File: config.mk
export PLATFORM = sky130hd
export DESIGN_NAME = discrete_mapper
export DESIGN_NICKNAME = d
export VERILOG_FILES = /design/src/mapper_pkg.sv /design/src/prg_bank_unit.sv /design/src/chr_bank_unit.sv /design/src/cart_bus_select.sv /design/src/discrete_mapper.sv
export SDC_FILE = /design/constraint.sdc
export NUM_CORES = 1
export LEC_CHECK = 0
export ABC_CLOCK_PERIOD_IN_PS = 3300
export BUFFER_PORTS_ARGS = -buffer_cell sky130_fd_sc_hd__clkbuf_2
export CORE_MARGIN = 1
export CORE_UTILIZATION = 40
export CTS_BUF_LIST = sky130_fd_sc_hd__clkbuf_4
export DETAILED_ROUTE_END_ITERATION = 8
export PLACE_DENSITY = 0.79
export SLEW_MARGIN = 5
export SYNTH_ARGS = -nofsm -noshare
export SYNTH_HDL_FRONTEND = slang
export SYNTH_SLANG_ARGS = --single-unit
File: constraint.sdc
create_clock -name clk -period 3.3 [get_ports clk]
set_input_delay 0.495 -clock clk [delete_from_list [all_inputs] [get_ports clk]]
set_output_delay 0.495 -clock clk [all_outputs]
set_load 0.005 [all_outputs]
File: src/mapper_pkg.sv
// Discrete mapper shared definitions
// Bus widths, flag fields and board family decode

package mapper_pkg;

	localparam int CART_ADDR_W = 22; // Mapped PRG/CHR address into cart memory
	localparam int CPU_ADDR_W  = 16; // CPU bus address
	localparam int PPU_ADDR_W  = 14; // PPU bus address
	localparam int DATA_W      = 8;  // CPU data bus
	localparam int FLAGS_W     = 32; // Cart flags word
	localparam int MAPPER_W    = 8;  // Mapper number field, flags[7:0]

	localparam int FLAG_MIRROR_VERT  = 14; // Set for vertical mirroring
	localparam int FLAG_CHR_RAM      = 15; // CHR is RAM, writes allowed
	localparam int FLAG_SUBMAPPER_LO = 21; // Low of the two submapper bits

	localparam logic [1:0] CHR_REGION = 2'b10; // CHR lives in upper half of cart memory

	// Supported board families
	typedef enum logic [2:0] {
		NROM         = 3'd0, // 0, no banking
		GXROM        = 3'd1, // 66
		CAMERICA     = 3'd2, // 71
		CAMERICA_232 = 3'd3, // 232, adds outer bank
		HOLY_DIVER   = 3'd4, // 78
		BANDAI_70    = 3'd5, // 70
		BANDAI_152   = 3'd6  // 152, one-screen
	} mapper_e;

	// Mapper number to family; anything unknown behaves as NROM
	function automatic mapper_e decode_mapper(input logic [MAPPER_W-1:0] num);
		case (num)
			8'd66:   return GXROM;
			8'd71:   return CAMERICA;
			8'd232:  return CAMERICA_232;
			8'd78:   return HOLY_DIVER;
			8'd70:   return BANDAI_70;
			8'd152:  return BANDAI_152;
			default: return NROM;
		endcase
	endfunction

endpackage

File: src/prg_bank_unit.sv
// PRG bank registers and address map

`timescale 1ns/1ns

module prg_bank_unit import mapper_pkg::*; #(
	parameter int PRG_BANK_W = 4 // PRG bank register width
) (
	input  logic                   clk,
	input  logic                   rst,
	input  logic                   ce,        // M2 strobe
	input  logic                   enable,    // Mapper enabled
	input  logic [FLAGS_W-1:0]     flags,     // Cart flags
	input  logic [CPU_ADDR_W-1:0]  prg_ain,   // CPU address
	input  logic                   prg_write, // CPU write level
	input  logic [DATA_W-1:0]      prg_din,   // CPU write data
	output logic [CART_ADDR_W-1:0] prg_map    // Mapped PRG address
);

	// 16K page number above the 14 bit offset
	localparam int PAGE_W = CART_ADDR_W - 14;
	// Fixed $C000 bank for the 16K boards, 15 with the default width
	localparam logic [PRG_BANK_W-1:0] LAST_BANK = '1;

	mapper_e               family;     // Decoded board family
	logic                  reg_wr;     // Qualified write into cart space
	logic [PRG_BANK_W-1:0] prg_bank;   // Switchable bank
	logic [1:0]            outer_bank; // 232 outer 64K block
	logic [PAGE_W-1:0]     page;       // Selected 16K page

	assign family = decode_mapper(flags[MAPPER_W-1:0]);
	assign reg_wr = ce && prg_write && prg_ain[15]; // Only $8000-$FFFF

	always_ff @(posedge clk) begin
		if (rst || !enable) begin
			prg_bank   <= '0;
			outer_bank <= '0;
		end else if (reg_wr) begin
			case (family)
				GXROM: begin
					prg_bank <= PRG_BANK_W'(prg_din[5:4]); // 32K bank
				end
				CAMERICA: begin
					if (prg_ain[14]) begin // $C000 and up
						prg_bank <= PRG_BANK_W'(prg_din[3:0]);
					end
				end
				CAMERICA_232: begin
					if (prg_ain[14]) begin
						prg_bank[1:0] <= prg_din[1:0]; // Inner bank only
					end else begin
						outer_bank <= prg_din[4:3]; // $8000-$BFFF outer select
					end
				end
				BANDAI_70: begin
					prg_bank <= PRG_BANK_W'(prg_din[7:4]);
				end
				BANDAI_152: begin
					prg_bank <= PRG_BANK_W'(prg_din[6:4]);
				end
				HOLY_DIVER: begin
					prg_bank <= PRG_BANK_W'(prg_din[2:0]);
				end
				default: begin
					prg_bank <= prg_bank; // NROM has no registers
				end
			endcase
		end
	end

	// Page select, combinational from address and registers
	always_comb begin
		case (family)
			NROM: begin
				page = PAGE_W'(prg_ain[14]); // Flat 32K
			end
			GXROM: begin
				page = PAGE_W'({prg_bank, prg_ain[14]}); // 32K bank, A14 passes
			end
			CAMERICA_232: begin
				if (prg_ain[14])
					page = PAGE_W'({outer_bank, 2'b11}); // Last bank of outer block
				else
					page = PAGE_W'({outer_bank, prg_bank[1:0]});
			end
			default: begin
				// 16K switchable low window, fixed upper window
				if (prg_ain[14])
					page = PAGE_W'(LAST_BANK);
				else
					page = PAGE_W'(prg_bank);
			end
		endcase
	end

	assign prg_map = {page, prg_ain[13:0]};

endmodule

File: src/chr_bank_unit.sv
// CHR bank, mirroring and nametable select

`timescale 1ns/1ns

module chr_bank_unit import mapper_pkg::*; #(
	parameter int CHR_BANK_W = 4 // CHR bank register width
) (
	input  logic                   clk,
	input  logic                   rst,
	input  logic                   ce,        // M2 strobe
	input  logic                   enable,    // Mapper enabled
	input  logic [FLAGS_W-1:0]     flags,     // Cart flags
	input  logic [CPU_ADDR_W-1:0]  prg_ain,   // CPU address
	input  logic                   prg_write, // CPU write level
	input  logic [DATA_W-1:0]      prg_din,   // CPU write data
	input  logic [PPU_ADDR_W-1:0]  chr_ain,   // PPU address
	output logic [CART_ADDR_W-1:0] chr_map,   // Mapped CHR address
	output logic                   nt_a10     // Nametable A10
);

	// Room for the 8K bank between region prefix and 13 bit offset
	localparam int BANK_FIELD_W = CART_ADDR_W - 2 - 13;

	mapper_e               family;
	logic                  reg_wr;     // Qualified write into cart space
	logic                  holy_fam;   // 78, 70 or 152
	logic                  one_screen; // Mirroring bit picks a single screen
	logic [1:0]            submapper;
	logic [CHR_BANK_W-1:0] chr_bank;   // 8K CHR bank
	logic                  mirroring;  // Holy Diver/Bandai mirror control
	logic                  screen_sel; // Fire Hawk screen select

	assign family    = decode_mapper(flags[MAPPER_W-1:0]);
	assign reg_wr    = ce && prg_write && prg_ain[15];
	assign submapper = flags[FLAG_SUBMAPPER_LO+1:FLAG_SUBMAPPER_LO];
	assign holy_fam  = (family == HOLY_DIVER) || (family == BANDAI_70) ||
		(family == BANDAI_152);
	assign one_screen = (submapper == 2'd1) || (family == BANDAI_152);

	always_ff @(posedge clk) begin
		if (rst || !enable) begin
			chr_bank   <= '0;
			mirroring  <= flags[FLAG_MIRROR_VERT]; // Start from header mirroring
			screen_sel <= 1'b0;
		end else if (reg_wr) begin
			case (family)
				GXROM: begin
					chr_bank <= CHR_BANK_W'(prg_din[1:0]);
				end
				BANDAI_70: begin
					chr_bank <= CHR_BANK_W'(prg_din[3:0]);
				end
				BANDAI_152: begin
					chr_bank  <= CHR_BANK_W'(prg_din[3:0]);
					mirroring <= prg_din[7]; // Screen in bit 7
				end
				HOLY_DIVER: begin
					chr_bank  <= CHR_BANK_W'(prg_din[7:4]);
					mirroring <= prg_din[3];
				end
				CAMERICA, CAMERICA_232: begin
					if (prg_ain[14:13] == 2'b00) begin // $8000-$9FFF only
						screen_sel <= prg_din[4];
					end
				end
				default: begin
					chr_bank <= chr_bank; // NROM, nothing to latch
				end
			endcase
		end
	end

	// Nametable A10 per family
	always_comb begin
		if (holy_fam) begin
			if (one_screen)
				nt_a10 = mirroring; // Lower or upper screen
			else
				nt_a10 = mirroring ? chr_ain[10] : chr_ain[11];
		end else if ((family == CAMERICA) || (family == CAMERICA_232)) begin
			// Fire Hawk runs with horizontal header and picks the screen itself
			nt_a10 = flags[FLAG_MIRROR_VERT] ? chr_ain[10] : screen_sel;
		end else begin
			nt_a10 = flags[FLAG_MIRROR_VERT] ? chr_ain[10] : chr_ain[11];
		end
	end

	assign chr_map = {CHR_REGION, BANK_FIELD_W'(chr_bank), chr_ain[12:0]};

endmodule

File: src/cart_bus_select.sv
// Cart bus outputs and access permissions

`timescale 1ns/1ns

module cart_bus_select import mapper_pkg::*; (
	input  logic                   enable,    // Mapper enabled
	input  logic [FLAGS_W-1:0]     flags,     // Cart flags
	input  logic [CPU_ADDR_W-1:0]  prg_ain,   // CPU address
	input  logic                   prg_write, // CPU write level
	input  logic [PPU_ADDR_W-1:0]  chr_ain,   // PPU address
	input  logic [CART_ADDR_W-1:0] prg_map,   // From PRG unit
	input  logic [CART_ADDR_W-1:0] chr_map,   // From CHR unit
	input  logic                   nt_a10,    // From CHR unit
	output logic [CART_ADDR_W-1:0] prg_aout,
	output logic                   prg_allow, // PRG access granted
	output logic [CART_ADDR_W-1:0] chr_aout,
	output logic                   chr_allow, // CHR write granted
	output logic                   vram_a10,  // CIRAM A10
	output logic                   vram_ce    // Route to internal 2K VRAM
);

	logic prg_rom_rd; // ROM read cycle in $8000-$FFFF
	logic chr_ram_wr; // Header says CHR RAM
	logic nt_access;  // PPU in $2000-$3FFF

	assign prg_rom_rd = prg_ain[15] && !prg_write; // ROM never takes writes
	assign chr_ram_wr = flags[FLAG_CHR_RAM];
	assign nt_access  = chr_ain[13];

	// Everything parks at inactive values while disabled
	assign prg_aout  = enable ? prg_map : '0;
	assign chr_aout  = enable ? chr_map : '0;
	assign prg_allow = enable && prg_rom_rd;
	assign chr_allow = enable && chr_ram_wr;
	assign vram_a10  = enable && nt_a10;
	assign vram_ce   = enable && nt_access;

endmodule

File: src/discrete_mapper.sv
// Discrete NES mapper core
// NROM, GxROM, Camerica and Holy Diver/Bandai boards

`timescale 1ns/1ns

module discrete_mapper import mapper_pkg::*; #(
	parameter int PRG_BANK_W = 4, // Widen for oversize PRG
	parameter int CHR_BANK_W = 4  // Widen for oversize CHR
) (
	input  logic                   clk,
	input  logic                   rst,
	input  logic                   ce,        // M2 strobe
	input  logic                   enable,    // Mapper enabled
	input  logic [FLAGS_W-1:0]     flags,     // Cart flags
	input  logic [CPU_ADDR_W-1:0]  prg_ain,   // CPU address
	input  logic                   prg_read,  // CPU read strobe
	input  logic                   prg_write, // CPU write level
	input  logic [DATA_W-1:0]      prg_din,   // CPU write data
	input  logic [PPU_ADDR_W-1:0]  chr_ain,   // PPU address
	output logic [CART_ADDR_W-1:0] prg_aout,  // PRG address into cart memory
	output logic                   prg_allow,
	output logic [CART_ADDR_W-1:0] chr_aout,  // CHR address into cart memory
	output logic                   chr_allow,
	output logic                   vram_a10,
	output logic                   vram_ce
);

	logic [CART_ADDR_W-1:0] prg_map; // Mapped PRG, ungated
	logic [CART_ADDR_W-1:0] chr_map; // Mapped CHR, ungated
	logic                   nt_a10;

	prg_bank_unit #(
		.PRG_BANK_W(PRG_BANK_W)
	) prg_bank_unit_i (
		.clk       (clk),
		.rst       (rst),
		.ce        (ce),
		.enable    (enable),
		.flags     (flags),
		.prg_ain   (prg_ain),
		.prg_write (prg_write),
		.prg_din   (prg_din),
		.prg_map   (prg_map)
	);

	chr_bank_unit #(
		.CHR_BANK_W(CHR_BANK_W)
	) chr_bank_unit_i (
		.clk       (clk),
		.rst       (rst),
		.ce        (ce),
		.enable    (enable),
		.flags     (flags),
		.prg_ain   (prg_ain),
		.prg_write (prg_write),
		.prg_din   (prg_din),
		.chr_ain   (chr_ain),
		.chr_map   (chr_map),
		.nt_a10    (nt_a10)
	);

	cart_bus_select cart_bus_select_i (
		.enable    (enable),
		.flags     (flags),
		.prg_ain   (prg_ain),
		.prg_write (prg_write),
		.chr_ain   (chr_ain),
		.prg_map   (prg_map),
		.chr_map   (chr_map),
		.nt_a10    (nt_a10),
		.prg_aout  (prg_aout),
		.prg_allow (prg_allow),
		.chr_aout  (chr_aout),
		.chr_allow (chr_allow),
		.vram_a10  (vram_a10),
		.vram_ce   (vram_ce)
	);

endmodule

# After elaboration in Yosys (flattened, before gate mapping)
# Cells that the tools add are included.
# totals
ff_bits,12
in_bits,76
output_inout_bits,48
elab_cells,72
# op_classes
n_eq_ne,15
mux,20
bitwise,1
n_reduce_logical,30
# ops
op,n
two-way mux 22 bit,2
"== test 8 x 7 -> 1 bit, second input constant",4
case mux 3 bit (6 select lines),1
"== test 8 bit, second input constant",2
case mux 5 bit (3 select lines),1
case mux 4 bit (3 select lines),1
case mux 2 bit (5 select lines),1
"== test 3 bit, second input constant",3
AND reduction 3 bit,3
two-way mux 1 bit,8
two-way mux 4 bit,2
case mux 2 bit (4 select lines),1
logical AND 1 bit,7
"== test 3 x 2 -> 1 bit, second input constant",2
nonzero test 3 bit,2
logical OR 1 bit,5
nonzero test 5 bit,1
two-way mux 2 bit,2
"inequality test 2 bit, second input constant",2
AND reduction 2 bit,2
AND reduction 4 bit,1
nonzero test 4 bit,1
OR reduction 2 bit,2
"== test 3 x 1 -> 1 bit, second input constant",1
8 further kinds,9

# Depth between registers and ports, before layout
# Gate-level depths: netlist of the first run.
# logic_depth
word_depth,7
depth_mapped,12
mapped_depth_nobuf,11

# Cells and area by module
# A second synthesis of the first run with hierarchy kept.
# hier_totals
hier_cells,229
area_unflattened_um2,1779.2
# by_module_without_submodules
module,n_inst,cells_each,area_per_inst_um2,seq_area_each_um2
prg_bank_unit,1,93,733.2,120.1
chr_bank_unit,1,83,673.1,130.1
cart_bus_select,1,53,372.9,0.0

# Worst setup path after synthesis of the first run
# Ideal clock, no wire load.
# synth_path
path_kind,input-to-output
startpoint,input port flags[5]
endpoint,output port prg_aout[16]
t_arrival_ns,2.161
required_time_ns,2.805
path_slack_ns,0.644
cell_stages,8
n_path_buf,1
cell_sequence,and4bb_1 -> nand2_1 -> o32a_1 -> ha_1 -> clkbuf_1 -> nor3_1 -> nor3_2 -> o311a_1
# synth_via
elab_chain_len,5
word_cells_on_any_way,12
cone_classes,eq/ne (8); mux (3); reduce/logical (1)
# synth_lines
element,line,text
"start, declared",discrete_mapper.sv:14,"input logic [FLAGS_W-1:0] flags,"
== test 8 bit / == test 8 x 7 -> 1 bit (equally long branches),mapper_pkg.sv:32,case (num)
case mux 3 bit (6 select lines) (*),mapper_pkg.sv:32,
"== test 3 x 2 -> 1 bit, or another cell as far along",prg_bank_unit.sv:72,case (family)
case mux 5 bit (3 select lines) (*),prg_bank_unit.sv:72,
two-way mux 22 bit (*),cart_bus_select.sv:31,assign prg_aout = enable ? prg_map : '0;
"end, declared",discrete_mapper.sv:20,"output logic [CART_ADDR_W-1:0] prg_aout,"
# Every way passes the cells marked *; elsewhere a longest branch is shown, timed or not.

# Final worst setup path of the first run
# layout_path
startpoint,input port flags[7]
endpoint,output port vram_a10
# layout_via
elab_chain_len,7
word_cells_on_any_way,20
cone_classes,eq/ne (11); mux (4); reduce/logical (5)
# layout_lines
element,line,text
== test 8 bit / == test 8 x 7 -> 1 bit (equally long branches),mapper_pkg.sv:32,
case mux 3 bit (6 select lines) (*),mapper_pkg.sv:32,
"== test 3 x 2 -> 1 bit, or another cell as far along",chr_bank_unit.sv:80,end else if ((family == CAMERICA) || (family == CAMERICA_232)) begin
logical OR 1 bit (on tied branches),"chr_bank_unit.sv:80, chr_bank_unit.sv:36, chr_bank_unit.sv:38",
"two-way mux 1 bit, or another cell as far along",chr_bank_unit.sv:80,
two-way mux 1 bit (*),chr_bank_unit.sv:75,if (holy_fam) begin
logical AND 1 bit (*),cart_bus_select.sv:35,assign vram_a10 = enable && nt_a10;
"end, declared",discrete_mapper.sv:24,"output logic vram_a10,"
# Marked as above.

==> results of run 1 <==
==> sequential cells by signal (all words and copies together) (netlist names) <==
| name | count |
|---|---|
| prg_bank_unit_i.outer_bank | 2 |
| prg_bank_unit_i.prg_bank | 4 |
| chr_bank_unit_i.mirroring | 1 |
| chr_bank_unit_i.chr_bank | 4 |
| chr_bank_unit_i.screen_sel | 1 |
==> layout make-up <==
class | instances | area, um2 | area share [%]
repair buffers | 99 | 505 | 25.6
flip-flops and latches | 12 | 250 | 12.7
multi-input cells | 166 | 1120 | 56.6
clock buffers | 3 | 22.5 | 1.14
inverters | 5 | 18.8 | 0.949
well taps | 46 | 57.6 | 2.91
clock inverters | 1 | 3.75 | 0.190
==> placed cells by master, fill, tap and decap left out, types with 4 or more instances in the layout <==
cell type / count
o21ai_1: 5
nor3_1: 6
nor2_1: 12
o21ai_0: 7
buf_4: 4
clkbuf_2: 95
ha_1: 4
nand3_1: 9
a21oi_1: 7
nand2_1: 11
nand2b_1: 4
inv_1: 5
conb_1: 7
dfxtp_1: 11
mux2i_1: 7
and2_1: 34
==> kinds of logic (layout without fill, tap and decap cells) <==
kind of cell             after synthesis  in the layout
AND/OR/NAND/NOR                      102            102
AO/OA/AOI/OAI                         46             46
buffers and inverters                 23            108
flip-flops                            12             12
multiplexers                           7              7
adder cells (fa/ha/maj)                4              4
other                                  1              7
==> metrics by stage <==
step,instance area (um2),hold slack (ns)
2_1_floorplan,1500,0.444
3_3_place_gp,1950,0.457
3_5_place_dp,1950,0.464
4_1_cts,1980,0.476
5_1_grt,1980,0.509
6_report,1980,0.478
==> critical path: cells and delay by family <==
kind                       cells  cell delay (ns)
adders and majority gates      1             0.27
and+or+nand+nor                3             0.74
buffers and inverters          2             0.23
AOI/OAI and AO/OA              5             0.82
==> layer usage <==
metal / track usage (%) / vias to the layer above / wire length (um)
li1: - / 876 / -
met2: 41.4 / 90 / 2130
met4: 5.52 / 0 / 41
met1: 24.2 / 816 / 1790
met3: 6.39 / 6 / 349
met5: 0 / - / 0
==> final timing paths <==
check,cells past startpoint,slack (ns),endpoint,startpoint
worst max-delay path,11,0.25,vram_a10,flags[7]
worst min-delay path,2,0.48,chr_bank_unit_i.chr_bank[3],chr_bank_unit_i.chr_bank[3]
worst max register to register,2,2.49,prg_bank_unit_i.prg_bank[0],prg_bank_unit_i.prg_bank[0]
worst min register to register,2,0.48,chr_bank_unit_i.chr_bank[3],chr_bank_unit_i.chr_bank[3]
==> power by group through the flow <==
stage / clock, mW / combinational (mW) / sequential [mW]
floorplan: 0 / 0.0613 / 0.152
global placement: 0 / 0.118 / 0.152
detailed placement: 0 / 0.120 / 0.152
CTS: 0.0967 / 0.120 / 0.149
global route: 0.103 / 0.134 / 0.149
finish: 0.0947 / 0.120 / 0.149
==> results.md, run 1 <==
* # fillers at 332
* Total Power at 0.364 mW
* Routed WL at 4320 um
* Adder-cell area share of the yosys netlist at 3.39%
* Final period utilization at 92.4%
* Worst path cell trace: clkbuf_2 > nor2b_1 > nand2_1 > o32a_1 > ha_1 > nor2_1 > a21oi_1 > o21bai_1 > a21o_1 > o211a_1 > clkbuf_2
* EDFF count, synth at 1
* Die height at 62.7 um
* Die X at 62.7 um
* Max-slew violation total from the final report at 0
* Most common cell in the netlist: and2_1
* Final hold vios at 0
* Crit. End Element: output pin
* Final Util at 57.4%
* Part of the power in the clock network at 26.0%
* Initial core utilization at 42.9%
* Area Overhead vs Synth at 34.0%
* Worst rel slew slack at 60.7%
* Syn Area/Cell at 7.56 um2
* N_diodes at 0
* DP Worst Slack at 0.313 ns
* Number of setup buffers added after CTS at 0
* Sw frac at 30.5%
* Mapped cell area at 1480 um2
* Vias per cell at 5.39
* Hold buffer count at CTS at 0
* Clock Sinks at 12
* Critical Path Source Type: input pin
* Switching pwr at 0.111 mW
* Post-route insts no fill at 332
* Commonest cells in the netlist: and2_1, nor2_1, dfxtp_1, nand2_1
* Post-Place Cells at 328
* Drt pass-1 iters at 4
* Synth Instances at 195
* CTS Buf Count at 3
* HP Class: reg -> reg
* Core area at 3440 um2
* Largest net degree at the start of global routing at 44
* Synth Area in Compound Gates at 23.7%
* Number of gates resized after CTS at 0
* First-pass GRT wire length at 7080 um
* Vias in the first global route at 1634
* PwrDens at 184 nW/um2
* Setup violations, final at 0
* DRT antenna net count at 0
* Max Freq at 0.328 GHz
* Sequential cell area fraction in the yosys report at 17.0%
* Crit Path Max Fanout at 5
* Yosys warnings at 0
* CP peak stage delay at 0.35 ns
* Wire length per cell at 13.0 um
* Initial antenna violation count at 0
* Overflow after GRT at 0
* Least-Margin Pin Slew at 0.590 ns
* Sequential power share at 40.9%
* CTS tree: done
* Clock root buffer: clkbuf_4
* GRT Total Usage at 22.2%
* Main synth FF type: dfxtp_1
* Netlist cell types at 58
* DR vias at 1788
* Drc violations at 0
* CP Class: in -> out
* Iteration-0 DRC Markers at 59
* Status: complete, no violations
* Tmin final at 3.05 ns
* Critical path data arrival time at 2.55 ns
* Post-DP HPWL at 3420 um
* Unrepaired setup endpoints after global routing: false
* P_int at 0.253 mW
* Post-synthesis mux area share at 4.75%
* Share of the synthesized area in the top cell type at 14.9%
* Share of cells above drive strength 1 at 39.5%
* Clock latency on the worst-skew pair at 0.28 ns
* PnR worst setup slack at 0.252 ns
* Die footprint at 3940 um2
* Layout Nets at 367
* GP Congestion at 0.877
* Final clock skew at 0 ns
* XOR/XNOR Fraction of Synth Area at 0%
* H-tree Lvls at 1
* Setup TNS at 0 ns
* Asr flop ratio synth at 0%
* Post-synthesis register bit count at 12
* # IOs at 124
* Simple-Gate Fraction of Synth Area at 42.2%
* Maximum buffer depth of the clock tree at 2
* Most used cell, CP: clkbuf_2
* Top cells by area, synth: dfxtp_1, and2_1, mux2i_1
* Rows at 21
* Max Cap Viol at 0
* Largest family of logic cells by synthesized area: simple AND/OR/NAND/NOR gates
* Part of the power in combinational logic at 33.1%
* Yosys top cell by area: dfxtp_1
* Worst EP required at 2.80 ns
* PortBufs at 95
* Leak Pwr at 1.00 nW
* Maximum vdd drop at 0.000195 V
* Worst-path clk slew at 0.08 ns
* Crit-path slowest cell: o32a_1
Power figures use the tool's default switching activity.
==> run 2, diff against run 1 <==
--- a/config.mk
+++ b/config.mk
@@ -11,7 +11,7 @@
 export CORE_UTILIZATION = 40
 export CTS_BUF_LIST = sky130_fd_sc_hd__clkbuf_4
 export DETAILED_ROUTE_END_ITERATION = 8
-export PLACE_DENSITY = 0.79
+export PLACE_DENSITY = 0.93
 export SLEW_MARGIN = 5
 export SYNTH_ARGS = -nofsm -noshare
 export SYNTH_HDL_FRONTEND = slang
==> results.md, run 2 (synthesis gave the netlist of run 1 again) <==
* Hold buffer count at CTS at 0 (unchanged)
* Maximum buffer depth of the clock tree at 2 (unchanged)
* Maximum vdd drop at 0.000130 V (was 0.000195 V)
* Routed WL at 4310 um (was 4320 um)
* Clock Sinks at 12 (unchanged)
* Area Overhead vs Synth at 34.5% (was 34.0%)
* Sequential power share at 40.4% (was 40.9%)
* Rows at 21 (unchanged)
* Number of gates resized after CTS at 0 (unchanged)
* Post-Place Cells at 329 (was 328)
* Critical Path Source Type: input pin (unchanged)
* Share of cells above drive strength 1 at 39.7% (was 39.5%)
* Final clock skew at 0 ns (unchanged)
* Overflow after GRT at 0 (unchanged)
* Post-DP HPWL at 3570 um (was 3420 um)
* PortBufs at 95 (unchanged)
* H-tree Lvls at 1 (unchanged)
* Layout Nets at 368 (was 367)
* Unrepaired setup endpoints after global routing: false (unchanged)
* Iteration-0 DRC Markers at 72 (was 59)
* Vias in the first global route at 1563 (was 1634)
* Reg2reg path depth at 2 (unchanged)
* Drc violations at 0 (unchanged)
* Cell count of the worst hold path at 2 (unchanged)
* PwrDens at 186 nW/um2 (was 184 nW/um2)
* Max Freq at 0.326 GHz (was 0.328 GHz)
* PnR worst setup slack at 0.235 ns (was 0.252 ns)
* Core area at 3440 um2 (unchanged)
* Vias per cell at 5.37 (was 5.39)
* Clock root buffer: clkbuf_4 (unchanged)
* DP Worst Slack at 0.258 ns (was 0.313 ns)
* CP peak stage delay at 0.30 ns (was 0.35 ns)
* CTS tree: done (unchanged)
* Die footprint at 3940 um2 (unchanged)
* Initial core utilization at 42.9% (unchanged)
* Crit Path Max Fanout at 5 (unchanged)
* Status: complete, no violations (unchanged)
* Max-slew violation total from the final report at 0 (unchanged)
* Initial antenna violation count at 0 (unchanged)
* Largest regs: chr_bank_unit_i.chr_bank (4), prg_bank_unit_i.prg_bank (4), prg_bank_unit_i.outer_bank (2) (unchanged)
* GP Congestion at 0.932 (was 0.877)
* Hold WS at 0.476 ns (was 0.478 ns)
* CTS Buf Count at 3 (unchanged)
* Number of setup buffers added after CTS at 0 (unchanged)
* Largest net degree at the start of global routing at 26 (was 44)
* DR vias at 1789 (was 1788)
* N_diodes at 0 (unchanged)
* Most common cell after layout, fill and taps aside: clkbuf_2 (unchanged)
* P_int at 0.254 mW (was 0.253 mW)
* Sw frac at 31.1% (was 30.5%)
* Most used cell, CP: clkbuf_2 (unchanged)
* Multi-input combinational cell area at 1120 um2 (unchanged)
* Wire length per cell at 12.9 um (was 13.0 um)
* Switching pwr at 0.115 mW (was 0.111 mW)
* Crit. End Element: output pin (unchanged)
* Die height at 62.7 um (unchanged)
* Final Util at 57.7% (was 57.4%)
* HP Class: reg -> reg (unchanged)
* Most frequent cells in the layout: clkbuf_2, and2_1, nor2_1, nand2_1, dfxtp_1 (unchanged)
* Clock latency on the worst-skew pair at 0.28 ns (about the same)
* GRT Total Usage at 22.0% (was 22.2%)
* Final period utilization at 92.9% (was 92.4%)
* Register Area at 250 um2 (unchanged)
* Setup TNS at 0 ns (unchanged)
* Placed cell areas at 1960 um2 (was 1950 um2)
* Setup violations, final at 0 (unchanged)
* # IOs at 124 (unchanged)
* Max Cap Viol at 0 (unchanged)
* Part of the power in the clock network at 26.6% (was 26.0%)
* Total Power at 0.369 mW (was 0.364 mW)
* Critical path data arrival time at 2.57 ns (was 2.55 ns)
* Post-route insts no fill at 333 (was 332)
* Worst path cell trace: clkbuf_2 > and2b_1 > and3_1 > nand2_1 > o31a_1 > inv_1 > ha_1 > nor2_1 > a21oi_1 > o21bai_1 > a21o_1 > o211a_1 > clkbuf_2 (was clkbuf_2 > nor2b_1 > nand2_1 > o32a_1 > ha_1 > nor2_1 > a21oi_1 > o21bai_1 > a21o_1 > o211a_1 > clkbuf_2)
* Worst-path clk slew at 0.07 ns (was 0.08 ns)
* Crit-path slowest cell: nor2_1 (was o32a_1)
* DRT antenna net count at 0 (unchanged)
* Tmin final at 3.07 ns (was 3.05 ns)
* CP Class: in -> out (unchanged)
* Die X at 62.7 um (unchanged)
* Part of the power in combinational logic at 33.0% (was 33.1%)
* Final Instance Area at 1980 um2 (about the same)
* First-pass GRT wire length at 6940 um (was 7080 um)
* Leak Pwr at 1.00 nW (about the same)
* Worst EP required at 2.80 ns (about the same)
* Drt pass-1 iters at 4 (unchanged)
* Final hold vios at 0 (unchanged)
* # fillers at 336 (was 332)
## run 2: cell types whose count changed in the layout (fill, tap and decap cells not counted), sizes merged
| cell | change |
|---|---|
| buf | +1 |
## run 2: cell type report
cell class                 count  share of cell area (%)
inverter                       5                   0.946
clock inverter                 1                   0.189
tap                           46                    2.90
sequential                    12                    12.6
clock buffer                   3                    1.13
multi-input combinational    166                    56.4
timing repair buffer         100                    25.9
## run 2: critical path: cells and delay by family
kind | cells | cell delay [ns]
fa+ha+maj | 1 | 0.27
compound gates | 5 | 0.67
buf+inv | 3 | 0.29
simple gates | 4 | 0.82
## run 2: layer usage
layer / wire [um] / vias up / GRT usage [%]
li1: - / 876 / -
met1: 1780 / 797 / 25.4
met2: 2090 / 105 / 41.0
met3: 361 / 11 / 3.10
met4: 82 / 0 / 6.69
met5: 0 / - / 0
## run 2: worst paths after layout
path         slack [ns]                        start                     endpoint
min                0.48  chr_bank_unit_i.chr_bank[3]  chr_bank_unit_i.chr_bank[3]
min reg2reg        0.48  chr_bank_unit_i.chr_bank[3]  chr_bank_unit_i.chr_bank[3]
max reg2reg        2.51  prg_bank_unit_i.prg_bank[1]  prg_bank_unit_i.prg_bank[1]
max                0.23                     flags[3]                     vram_a10
## run 2: power by group through the flow
stage | Sequential (mW) | Clock, mW | Combinational (mW)
2_1_floorplan | 0.152 | 0 | 0.0613
3_3_place_gp | 0.152 | 0 | 0.119
3_5_place_dp | 0.152 | 0 | 0.121
4_1_cts | 0.149 | 0.0986 | 0.122
5_1_grt | 0.149 | 0.106 | 0.134
6_report | 0.149 | 0.0981 | 0.122
==> run 3, diff against run 2 <==
--- a/config.mk
+++ b/config.mk
@@ -11,7 +11,9 @@
 export CORE_UTILIZATION = 40
 export CTS_BUF_LIST = sky130_fd_sc_hd__clkbuf_4
 export DETAILED_ROUTE_END_ITERATION = 8
+export GPL_TIMING_DRIVEN = 0
 export PLACE_DENSITY = 0.93
+export SKIP_LAST_GASP = 1
 export SLEW_MARGIN = 5
 export SYNTH_ARGS = -nofsm -noshare
 export SYNTH_HDL_FRONTEND = slang
==> results.md, run 3 (synthesis gave the netlist of run 1 again) <==
* Status: complete, no violations (unchanged)
* CP Class: in -> out (unchanged)
* PnR worst setup slack at 0.159 ns (was 0.235 ns)
* Most used cell, CP: clkbuf_2 (unchanged)
* Max-slew violation total from the final report at 0 (unchanged)
* GP Congestion at 0.924 (was 0.932)
* Worst path cell trace: clkbuf_2 > and4bb_1 > nand2_1 > o32a_1 > inv_1 > ha_1 > nor2_1 > o31ai_1 > o221ai_1 > o211a_1 > clkbuf_2 (was clkbuf_2 > and2b_1 > and3_1 > nand2_1 > o31a_1 > inv_1 > ha_1 > nor2_1 > a21oi_1 > o21bai_1 > a21o_1 > o211a_1 > clkbuf_2)
* Initial antenna violation count at 0 (unchanged)
* CP peak stage delay at 0.34 ns (was 0.30 ns)
* Unrepaired setup endpoints after global routing: false (unchanged)
* Crit. End Element: output pin (unchanged)
* Routed WL at 4610 um (was 4310 um)
* Max Cap Viol at 0 (unchanged)
* Number of setup buffers added after CTS at 0 (unchanged)
* Die X at 62.7 um (unchanged)
* PwrDens at 184 nW/um2 (was 186 nW/um2)
* Worst EP required at 2.80 ns (about the same)
* GRT Total Usage at 23.3% (was 22.0%)
* Clock latency on the worst-skew pair at 0.28 ns (about the same)
* Largest net degree at the start of global routing at 11 (was 26)
* H-tree Lvls at 1 (unchanged)
* Tmin final at 3.14 ns (was 3.07 ns)
* Clock root buffer: clkbuf_4 (unchanged)
* DRT antenna net count at 0 (unchanged)
* Most common cell after layout, fill and taps aside: clkbuf_2 (unchanged)
* Overflow after GRT at 0 (unchanged)
* CP top delay family: compound AO/OA/AOI/OAI gates (was simple AND/OR/NAND/NOR gates)
* Largest regs: chr_bank_unit_i.chr_bank (4), prg_bank_unit_i.prg_bank (4), prg_bank_unit_i.outer_bank (2) (unchanged)
* PortBufs at 95 (unchanged)
* Core area at 3440 um2 (unchanged)
* Wire length per cell at 13.3 um (was 12.9 um)
* Iteration-0 DRC Markers at 105 (was 72)
* Final period utilization at 95.2% (was 92.9%)
* Layout Nets at 381 (was 368)
* Worst-path clk slew at 0.08 ns (was 0.07 ns)
* Crit Path Max Fanout at 7 (was 5)
* Critical path data arrival time at 2.65 ns (was 2.57 ns)
* Max Freq at 0.318 GHz (was 0.326 GHz)
* # IOs at 124 (unchanged)
* Die height at 62.7 um (unchanged)
* Post-DP HPWL at 3790 um (was 3570 um)
* DR vias at 1848 (was 1789)
* First-pass GRT wire length at 7530 um (was 6940 um)
* Vias per cell at 5.34 (was 5.37)
* Clock Sinks at 12 (unchanged)
* Initial core utilization at 42.9% (unchanged)
* N_diodes at 0 (unchanged)
* Critical Path Source Type: input pin (unchanged)
* DP Worst Slack at 0.172 ns (was 0.258 ns)
* Crit-path slowest cell: o32a_1 (was nor2_1)
* Share of cells above drive strength 1 at 40.3% (was 39.7%)
* Maximum buffer depth of the clock tree at 2 (unchanged)
* Final clock skew at 0 ns (unchanged)
* CTS tree: done (unchanged)
* Vias in the first global route at 1726 (was 1563)
* HP Class: reg -> reg (unchanged)
* RR Startpoint: prg_bank_unit_i.prg_bank[0] (was prg_bank_unit_i.prg_bank[1])
* Least-Margin Pin Slew at 0.554 ns
* Most frequent cells in the layout: clkbuf_2, and2_1, nor2_1, nand2_1, dfxtp_1 (unchanged)
* Worst Setup SP: flags[5] (was flags[3])
* Worst rel slew slack at 63.0%
* Area Overhead vs Synth at 39.5% (was 34.5%)
* Crit path buffers/inverters at 3 (unchanged)
* CTS Buf Count at 3 (unchanged)
* Die footprint at 3940 um2 (unchanged)
* Setup TNS at 0 ns (unchanged)
* Drt pass-1 iters at 5 (was 4)
* Rows at 21 (unchanged)
* Leak Pwr at 1.05 nW (was 1.00 nW)
* Final hold vios at 0 (unchanged)
* Hold path startpoint: chr_bank_unit_i.chr_bank[3] (unchanged)
* Drc violations at 0 (unchanged)
* Maximum vdd drop at 0.000189 V (was 0.000130 V)
* Setup violations, final at 0 (unchanged)
[run 3: metal layers]
layer  GRT usage (%)  part of all wire [%]  vias up
li1                -                     -      902
met1            26.7                    39      808
met2            42.0                    49      128
met3            5.29                    10       10
met4            8.14                   1.5        0
met5               0                     0        -
[run 3: timing repair]
item / 4_1_cts / 5_1_grt
hold buffers: 0 / 0
gates resized for setup: 0 / 2
endpoints found under the setup margin: 0 / 2
[run 3: where the power goes]
part | total (mW) | internal [mW] | switching (mW)
combinational | 0.131 | 0.0678 | 0.0629
sequential | 0.149 | 0.148 | 0.000705
clock | 0.0981 | 0.0439 | 0.0542
total | 0.378 | 0.260 | 0.118
[run 3: worst paths after layout]
kind	end	slack, ns	cells after the start
setup / recovery	vram_a10	0.16	11
hold / removal	chr_bank_unit_i.chr_bank[3]	0.48	2
setup reg to reg	prg_bank_unit_i.prg_bank[0]	2.44	2
hold reg to reg	chr_bank_unit_i.chr_bank[3]	0.48	2
[run 3: through the flow]
stage | utilization (%) | hold slack [ns] | std cells | area (um2) | total power [mW]
final | 59.8 | 0.477 | 346 | 2060 | 0.378
after global routing | 59.8 | 0.502 | 346 | 2060 | 0.394
after CTS | 59.8 | 0.479 | 346 | 2060 | 0.376
after detailed placement | 59.0 | 0.467 | 342 | 2030 | 0.282
after global placement | 59.0 | 0.463 | 342 | 2030 | 0.279
after floorplan | - | 0.444 | 201 | 1500 | 0.213
[run 3: cell type report]
class / instances / area, um2
buffer: 18 / 111
clock buffer: 3 / 22.5
clock inverter: 1 / 3.75
fill: 320 / 1380
inverter: 5 / 18.8
multi-input combinational: 166 / 1120
sequential: 12 / 250
tap: 46 / 57.6
timing repair buffer: 95 / 475
[run 3: worst register-to-register path, stage by stage (launching register included)]
cell and delay (ns):
dfxtp_1 0.33, nor3_1 0.31, a311oi_2 0.09
